**config.mk**
```make
export PLATFORM = sky130hd
export DESIGN_NAME = branchUnit
export DESIGN_NICKNAME = d
export VERILOG_FILES = /design/src/verilog/branchPkg.sv /design/src/verilog/instDecode.sv /design/src/verilog/branchResolve.sv /design/src/verilog/pcPipeline.sv /design/src/verilog/branchUnit.sv
export SDC_FILE = /design/constraint.sdc
export NUM_CORES = 1
export LEC_CHECK = 0
export ABC_AREA = 1
export BUFFER_PORTS_ARGS = -buffer_cell sky130_fd_sc_hd__buf_2
export CAP_MARGIN = 20
export CORE_ASPECT_RATIO = 0.75
export CORE_UTILIZATION = 40
export CTS_CLUSTER_DIAMETER = 50
export DETAILED_ROUTE_END_ITERATION = 12
export PLACE_DENSITY = 0.75
export SYNTH_ARGS = -nofsm -noshare
export SYNTH_HDL_FRONTEND = slang
export SYNTH_HIERARCHICAL = 1
export SYNTH_SLANG_ARGS = --single-unit
```
**constraint.sdc**
```tcl
create_clock -name gclk -period 2.6 [get_ports gclk]
set_input_delay 0.13 -clock gclk [delete_from_list [all_inputs] [get_ports gclk]]
set_output_delay 0.13 -clock gclk [all_outputs]
set_load 0.02 [all_outputs]
```
**src/verilog/branchPkg.sv**
```systemverilog
`default_nettype none

package branchPkg;

  // branch class of the instruction held in decode
  // OTHER sits at zero so a cleared record is all zeros
  typedef enum logic [2:0] {
    OTHER = 3'd0,
    BRU   = 3'd1,
    BCC   = 3'd2,
    IMM   = 3'd3,
    RTD   = 3'd4
  } opClass;

  // condition field from rd bits 2 to 0
  typedef enum logic [2:0] {
    EQ = 3'd0,
    NE = 3'd1,
    LT = 3'd2,
    LE = 3'd3,
    GT = 3'd4,
    GE = 3'd5
  } condCode;

  // operand forwarding source
  typedef enum logic [1:0] {
    REGA     = 2'd0,
    RESULT   = 2'd1,
    LOADDATA = 2'd2
  } fwdSel;

  // latched decode state of 7 bits
  typedef struct packed {
    opClass  cls;
    condCode cond;
    logic    delay;
  } decodeRec;

  // word address made of byte address bits 31 to 2
  typedef logic [29:0] pcWord;

  // three candidate operands of 32 bits each
  typedef struct packed {
    logic [31:0] regA;
    logic [31:0] result;
    logic [31:0] loadData;
  } operandIn;

  // major opcodes
  localparam logic [5:0] OPC_BRU_A = 6'o46;
  localparam logic [5:0] OPC_BRU_B = 6'o56;
  localparam logic [5:0] OPC_BCC_A = 6'o47;
  localparam logic [5:0] OPC_BCC_B = 6'o57;
  localparam logic [5:0] OPC_IMM   = 6'o54;
  localparam logic [5:0] OPC_RTD   = 6'o55;

endpackage

`default_nettype wire

```
**src/verilog/instDecode.sv**
```systemverilog
`timescale 1ns/100ps
`default_nettype none

module instDecode (
  input  logic                gclk,
  input  logic                grst,
  input  logic                dEn,
  input  logic [31:0]         instWord,
  input  logic                fSkip,
  output branchPkg::decodeRec rec
);
  import branchPkg::*;

  logic [5:0] opc;
  logic [4:0] rd;
  logic [4:0] ra;
  opClass     cls;
  decodeRec   nextRec;

  // instruction fields with the opcode in the top six bits
  assign opc = instWord[31:26];
  assign rd  = instWord[25:21];
  assign ra  = instWord[20:16];

  // opcode to branch class
  always_comb begin
    case (opc)
      OPC_BRU_A, OPC_BRU_B: cls = BRU;
      OPC_BCC_A, OPC_BCC_B: cls = BCC;
      OPC_IMM:              cls = IMM;
      OPC_RTD:              cls = RTD;
      default:              cls = OTHER;
    endcase
  end

  // assemble the record to be latched
  always_comb begin
    nextRec.cls   = cls;
    // condition only matters for BCC
    nextRec.cond  = condCode'(rd[2:0]);
    nextRec.delay = 1'b0;
    case (cls)
      // unconditional delay slot flag lives in ra
      BRU:     nextRec.delay = ra[4];
      // conditional delay slot flag lives in rd
      BCC:     nextRec.delay = rd[4];
      default: nextRec.delay = 1'b0;
    endcase
  end

  // record register
  // squash beats the decode enable
  always_ff @(posedge gclk) begin
    if (grst || fSkip) begin
      rec <= '{cls: OTHER, cond: EQ, delay: 1'b0};
    end else if (dEn) begin
      rec <= nextRec;
    end
  end

endmodule

`default_nettype wire

```
**src/verilog/branchResolve.sv**
```systemverilog
`timescale 1ns/100ps
`default_nettype none

module branchResolve (
  input  branchPkg::decodeRec rec,
  input  branchPkg::fwdSel    mxAlt,
  input  branchPkg::operandIn operands,
  output logic                taken,
  output logic                dSkip,
  output logic                fSkip
);
  import branchPkg::*;

  logic [31:0] opVal;
  logic        isZero;
  logic        isNeg;
  logic        baseTrue;
  logic        invertAnswer;
  logic        condValid;
  logic        condHolds;
  logic        squash;

  // forwarding mux
  // alu result and load data bypass the register file
  always_comb begin
    case (mxAlt)
      RESULT:   opVal = operands.result;
      LOADDATA: opVal = operands.loadData;
      default:  opVal = operands.regA;
    endcase
  end

  // signed flags of the selected operand
  assign isZero = (opVal == 32'd0);
  assign isNeg  = opVal[31];

  // each condition is a base test that may be inverted
  // NE = !EQ, GE = !LT, GT = !LE
  always_comb begin
    baseTrue     = 1'b0;
    invertAnswer = 1'b0;
    condValid    = 1'b1;
    case (rec.cond)
      EQ: begin
        baseTrue = isZero;
      end
      NE: begin
        baseTrue     = isZero;
        invertAnswer = 1'b1;
      end
      LT: begin
        baseTrue = isNeg;
      end
      LE: begin
        baseTrue = isNeg | isZero;
      end
      GT: begin
        // implemented as an inverted le
        baseTrue     = isNeg | isZero;
        invertAnswer = 1'b1;
      end
      GE: begin
        baseTrue     = isNeg;
        invertAnswer = 1'b1;
      end
      default: begin
        // codes 6 and 7 never branch
        condValid = 1'b0;
      end
    endcase
  end

  assign condHolds = condValid & (baseTrue ^ invertAnswer);

  // bru always goes and bcc only when the condition holds
  assign taken = (rec.cls == BRU) | ((rec.cls == BCC) & condHolds);

  // without a delay slot the instruction behind the branch is killed
  assign squash = taken & ~rec.delay;

  // same squash seen from decode and from fetch
  assign dSkip = squash;
  assign fSkip = squash;

endmodule

`default_nettype wire

```
**src/verilog/pcPipeline.sv**
```systemverilog
`timescale 1ns/100ps
`default_nettype none

module pcPipeline (
  input  logic                gclk,
  input  logic                grst,
  input  logic                xEn,
  input  branchPkg::decodeRec rec,
  input  logic                taken,
  input  logic                dSkip,
  input  branchPkg::pcWord    target,
  input  logic                fetchAdvance,
  output logic [31:0]         fetchAddr,
  output branchPkg::pcWord    pc,
  output branchPkg::pcWord    linkPc,
  output logic                xSkip,
  output logic [1:0]          atom
);
  import branchPkg::*;

  pcWord nextFetch;
  pcWord preFetch;
  pcWord fetchPc;
  logic  safe;

  // next fetch word
  // a taken branch overrides sequential stepping
  always_comb begin
    if (taken) begin
      nextFetch = target;
    end else begin
      nextFetch = preFetch + pcWord'(fetchAdvance);
    end
  end

  // byte address to the instruction side
  assign fetchAddr = {nextFetch, 2'b00};

  // instruction boundary is safe only for non-branch, non-imm
  assign safe = (rec.cls == OTHER);

  // pc chain, skip flag and atomic tracker
  // all step together on the execute enable
  always_ff @(posedge gclk) begin
    if (grst) begin
      preFetch <= '0;
      fetchPc  <= '0;
      pc       <= '0;
      linkPc   <= '0;
      xSkip    <= 1'b0;
      atom     <= 2'b00;
    end else if (xEn) begin
      preFetch <= nextFetch;
      fetchPc  <= preFetch;
      pc       <= fetchPc;
      // link address for branch-and-link
      linkPc   <= pc;
      xSkip    <= dSkip;
      // shift bit 0 up, toggle it on a safe boundary
      atom     <= {atom[0], atom[0] ^ safe};
    end
  end

endmodule

`default_nettype wire

```
**src/verilog/branchUnit.sv**
```systemverilog
`timescale 1ns/100ps
`default_nettype none

module branchUnit (
  input  logic                gclk,
  input  logic                grst,
  input  logic                dEn,
  input  logic                xEn,
  input  logic [31:0]         instWord,
  input  branchPkg::fwdSel    mxAlt,
  input  branchPkg::operandIn operands,
  input  logic                fetchAdvance,
  output logic [31:0]         fetchAddr,
  output branchPkg::pcWord    pc,
  output branchPkg::pcWord    linkPc,
  output logic                dSkip,
  output logic                xSkip,
  output logic [1:0]          atom
);
  import branchPkg::*;

  decodeRec rec;
  logic     taken;
  logic     fSkip;

  // decode record that the fetch squash clears
  instDecode u_instDecode (
    .gclk     (gclk),
    .grst     (grst),
    .dEn      (dEn),
    .instWord (instWord),
    .fSkip    (fSkip),
    .rec      (rec)
  );

  // branch decision
  branchResolve u_branchResolve (
    .rec      (rec),
    .mxAlt    (mxAlt),
    .operands (operands),
    .taken    (taken),
    .dSkip    (dSkip),
    .fSkip    (fSkip)
  );

  // target is the word-aligned alu result
  pcPipeline u_pcPipeline (
    .gclk         (gclk),
    .grst         (grst),
    .xEn          (xEn),
    .rec          (rec),
    .taken        (taken),
    .dSkip        (dSkip),
    .target       (operands.result[31:2]),
    .fetchAdvance (fetchAdvance),
    .fetchAddr    (fetchAddr),
    .pc           (pc),
    .linkPc       (linkPc),
    .xSkip        (xSkip),
    .atom         (atom)
  );

endmodule

`default_nettype wire

```
==> metrics.txt <==
# TYPE chip_impl_metric gauge
chip_impl_metric{name="fp-row-count",unit=""} 41
chip_impl_metric{name="worstPathBufferInverterCount",unit=""} 6
chip_impl_metric{name="mappedNetlistArea",unit="mm2"} 0.00698
chip_impl_metric{name="port_buffers",unit=""} 207
chip_impl_info{name="violated_checks",value="negative setup slack"} 1
chip_impl_metric{name="globalRoute.totalOverflow",unit=""} 0
chip_impl_metric{name="post_synth_num_cell_types",unit=""} 41
chip_impl_metric{name="worst_slack",unit="ns"} -0.0364
chip_impl_info{name="reg2reg_from",value="u_instDecode/rec[3]"} 1
chip_impl_metric{name="initial_core_util",unit=""} 0.412
chip_impl_info{name="worst_setup_path_end_kind",value="output pin"} 1
chip_impl_metric{name="timing_max_transition_violations_final",unit=""} 0
chip_impl_metric{name="clk_transition_reported_paths",unit="ns"} 0.06
chip_impl_info{name="path_class",value="primary input to output pin"} 1
chip_impl_metric{name="die_x",unit="um"} 155
chip_impl_info{name="critical_hold_path_startpoint",value="dEn"} 1
chip_impl_metric{name="remaining_routing_drc_violations",unit=""} 0
chip_impl_info{name="startpoint_type",value="primary input"} 1
chip_impl_info{name="clock-root-buffer",value="clkbuf_16"} 1
chip_impl_info{name="critPathTopFamily",value="simple AND/OR/NAND/NOR gates"} 1
chip_impl_metric{name="fmax",unit="MHz"} 379
chip_impl_metric{name="routed_via_density",unit=""} 5.05
chip_impl_metric{name="critPathArrivalTime",unit="ns"} 2.51
chip_impl_metric{name="hold_path_depth",unit=""} 2
chip_impl_metric{name="clock_skew",unit="ns"} 0.0139
chip_impl_metric{name="slew-limit-headroom",unit=""} 0.605
chip_impl_info{name="synth-main-ff-cell",value="dfxtp_1"} 1
chip_impl_metric{name="synth_seq_area_share",unit=""} 0.373
chip_impl_metric{name="share_seq_of_total_power",unit=""} 0.383
chip_impl_metric{name="grt_max_degree",unit=""} 140
chip_impl_metric{name="wire_per_inst",unit="um"} 14.5
chip_impl_metric{name="grt_util_all_layers",unit=""} 0.229
chip_impl_metric{name="maxCapViolations",unit=""} 0
chip_impl_metric{name="peakVddDrop",unit="V"} 0.000432
chip_impl_metric{name="post_route_cells_drive_above_1_share",unit=""} 0.302
chip_impl_metric{name="grt_first_pass_wirelength",unit="um"} 32500
chip_impl_metric{name="worstRegToRegCells",unit=""} 15
chip_impl_info{name="r2r-end",value="u_pcPipeline/preFetch[6]"} 1
chip_impl_metric{name="layout-area-overhead-vs-synth",unit="%"} 40.2
chip_impl_metric{name="clkSinkCount",unit=""} 130
chip_impl_metric{name="dp_hpwl",unit="um"} 15200
chip_impl_metric{name="share_clk_of_total_power",unit=""} 0.398
chip_impl_metric{name="required",unit="ns"} 2.47
chip_impl_metric{name="hold_viol",unit=""} 0
chip_impl_metric{name="dieArea",unit="mm2"} 0.0180
chip_impl_metric{name="diode_insertion_count_for_antenna_repair",unit=""} 0
chip_impl_metric{name="synth_enable_flop_cells",unit=""} 0
chip_impl_metric{name="cpPeakStageDelay",unit="ns"} 0.19
chip_impl_metric{name="ys_seq_elements",unit=""} 130
chip_impl_metric{name="num-fill-cells",unit=""} 1625
chip_impl_metric{name="power_density",unit="mW/mm2"} 579
chip_impl_info{name="critPathSlowestCell",value="buf_12"} 1
chip_impl_info{name="cts_tree",value="yes"} 1
chip_impl_metric{name="h-tree-depth",unit=""} 4
chip_impl_metric{name="syn_inst",unit=""} 1097
chip_impl_metric{name="finalWorstPathRequiredPeriod",unit="ns"} 2.64
chip_impl_metric{name="first_pass_detailed_route_iteration_total",unit=""} 5
chip_impl_metric{name="synthArstFlopShare",unit=""} 0
chip_impl_metric{name="routed_wl",unit="um"} 22400
chip_impl_metric{name="fin_util",unit=""} 0.578
chip_impl_metric{name="setup_viol",unit=""} 2
chip_impl_metric{name="ant_nets",unit=""} 0
chip_impl_metric{name="holdWs",unit="ns"} 0.0273
chip_impl_metric{name="io_pins",unit=""} 231
chip_impl_info{name="crit_chain",value="buf_8 -> inv_4 -> ha_4 -> buf_12 -> buf_8 -> nand2_1 -> nand2_2 -> a21oi_2 -> nand2_1 -> nor2_1 -> nand2_1 -> nor2_2 -> nand3_2 -> nand2_1 -> nand2_1 -> nand3_2 -> nand2_4 -> buf_12 -> a21oi_2 -> o21ai_1 -> nand2_1 -> buf_6"} 1
chip_impl_metric{name="yosysWarningCount",unit=""} 6
chip_impl_metric{name="vias_in_the_first_global_route",unit=""} 6672
chip_impl_info{name="min_delay_path_class",value="primary input to flop"} 1
chip_impl_metric{name="floorplan.core_area",unit="mm2"} 0.0169
chip_impl_info{name="run_status",value="finished with violations"} 1
chip_impl_metric{name="fraction_of_the_cycle_the_final_worst_path_needs",unit=""} 1.01
chip_impl_metric{name="design_area",unit="mm2"} 0.00978
chip_impl_metric{name="mean_area_per_synthesized_cell",unit="um2"} 6.36
chip_impl_metric{name="die_height",unit="um"} 116
chip_impl_metric{name="p_leak",unit="nW"} 4.73
chip_impl_metric{name="intPower",unit="W"} 0.00395
chip_impl_metric{name="grt_antenna_before_repair",unit=""} 0
chip_impl_metric{name="tightest_slew",unit="ns"} 0.592
chip_impl_metric{name="critical_path_peak_fanout",unit=""} 7
chip_impl_metric{name="clock_tree.buffer_depth",unit=""} 2
chip_impl_metric{name="place.gp.congestion",unit=""} 0.915
chip_impl_metric{name="placed_area",unit="mm2"} 0.00833
chip_impl_metric{name="cts_buffers",unit=""} 17
chip_impl_metric{name="finalNetCount",unit=""} 1458
chip_impl_metric{name="share_comb_of_total_power",unit=""} 0.218
chip_impl_metric{name="power.switching_fraction",unit=""} 0.303
chip_impl_metric{name="regToRegSetupSlack",unit="ns"} 0.54
chip_impl_metric{name="routed_vias",unit=""} 7813
chip_impl_info{name="whs_endpoint",value="u_instDecode/rec[6]"} 1
chip_impl_info{name="worst_path_most_repeated_cell",value="nand2_1"} 1
chip_impl_info{name="grt_setup_unrepaired",value="true"} 1
chip_impl_metric{name="power.switching",unit="W"} 0.00172
chip_impl_metric{name="detail_route.iter0.violations",unit=""} 682
chip_impl_metric{name="clock_insertion_delay_worst_skew",unit="ns"} 0.41
==> metrics by stage <==
stage | power (W) | setup slack (ns) | setup TNS [ns] | std cells
after CTS | 0.00547 | -0.00606 | -0.00606 | 1524
after floorplan | 0.00281 | 0.0711 | 0 | 1098
after detailed placement | 0.00317 | -0.284 | -10.25 | 1489
after global routing | 0.00594 | -0.167 | -2.88 | 1546
after global placement | 0.00316 | -0.188 | -5.30 | 1489
final | 0.00567 | -0.0364 | -0.0392 | 1546
==> layout make-up <==
class                   count  area, um2  area share
multi-input cells         814       4050       0.414
flip-flops and latches    130       2600       0.266
repair buffers            264       1950       0.199
clock buffers              17        425      0.0435
inverters                  91        360      0.0368
well taps                 215        269      0.0275
clock inverters            15        131      0.0134
==> state kept, by name (all words and copies together), names as in the netlist <==
signal / flops
u_pcPipeline/fetchPc: 30
u_pcPipeline/linkPc: 30
u_pcPipeline/pc: 30
u_pcPipeline/preFetch: 30
u_instDecode/rec: 7
u_pcPipeline/atom: 2
u_pcPipeline/xSkip: 1
==> kinds of logic (layout without fill, tap and decap cells) <==
kind of cell / after synthesis / after routing / synth area share
compound gates: 172 / 172 / 0.139
xor+xnor: 2 / 2 / 0.00251
fa+ha+maj: 5 / 5 / 0.00897
buf+inv: 154 / 387 / 0.0947
flops: 130 / 130 / 0.373
mux: 7 / 7 / 0.0100
other cells: 1 / 2 / 0.000537
simple gates: 626 / 626 / 0.372
==> worst max path at each step <==
stage               startpoint            end  slack, ns  cells after the start
floorplan             mxAlt[0]  fetchAddr[14]       0.07                     18
global placement      mxAlt[0]   fetchAddr[6]      -0.19                     20
detailed placement    mxAlt[0]   fetchAddr[9]      -0.28                     19
CTS                   mxAlt[1]   fetchAddr[9]     -0.006                     21
global route          mxAlt[1]   fetchAddr[8]      -0.17                     22
finish                mxAlt[1]   fetchAddr[8]      -0.04                     22
==> metal layers <==
layer | global-route usage | wire length, um
met1 | 0.302 | 10000
met2 | 0.379 | 10500
met3 | 0.0583 | 1710
met4 | 0.0495 | 184
met5 | 0 | 0
==> Yosys cell counts, types with 2 or more instances <==
master    number  area share
mux2i_1        7       0.010
a21boi_1       4      0.0043
nand2_2        8      0.0072
buf_4          4      0.0043
or2_2          3      0.0027
o21ai_0       23       0.016
nand2_1      447        0.24
a21oi_2        2      0.0025
nor2_2         2      0.0018
clkbuf_1      26       0.014
inv_1         88       0.047
a211oi_1      27       0.029
xor2_1         2      0.0025
o21ai_1        5      0.0036
nand3_2        2      0.0029
ha_1           5      0.0090
nand3_1       56       0.040
a21boi_0       2      0.0022
o211ai_1       3      0.0032
nor2_8         2      0.0057
buf_6          3      0.0048
buf_2         19       0.014
buf_1          9      0.0048
a21oi_1      103       0.074
nor2_4         7       0.011
nor2_1        83       0.045
nor3_1         2      0.0014
inv_2          2      0.0011
dfxtp_1      130        0.37
nand4_1       10      0.0090
==> power by group through the flow <==
stage                     clock, W  sequential [W]  combinational [W]
after floorplan                  0         0.00222           0.000583
after global placement           0         0.00221           0.000950
after detailed placement         0         0.00221           0.000961
after CTS                  0.00231         0.00217           0.000988
after global routing       0.00242         0.00218            0.00134
final                      0.00226         0.00217            0.00124
==> timing repair <==
| action | CTS | global route |
|---|---|---|
| setup endpoints to repair | 30 | 31 |
| setup buffers | 0 | 16 |
| resized for setup | 18 | 170 |
| hold endpoints to repair | 3 | 0 |
| gates cloned | 0 | 6 |
| pin swaps | 1 | 37 |
| hold buffers | 3 | 0 |
==> cells in the final DEF (no fill, tap or decap), types with 23 or more instances in the layout <==
master,n
nor2_1,79
nand2_2,44
dfxtp_1,130
a21oi_1,99
a211oi_1,27
nand2_1,400
buf_6,33
buf_4,35
inv_1,82
clkbuf_16,23
buf_2,173
nand3_1,47
(Power assumes the default switching activity.)
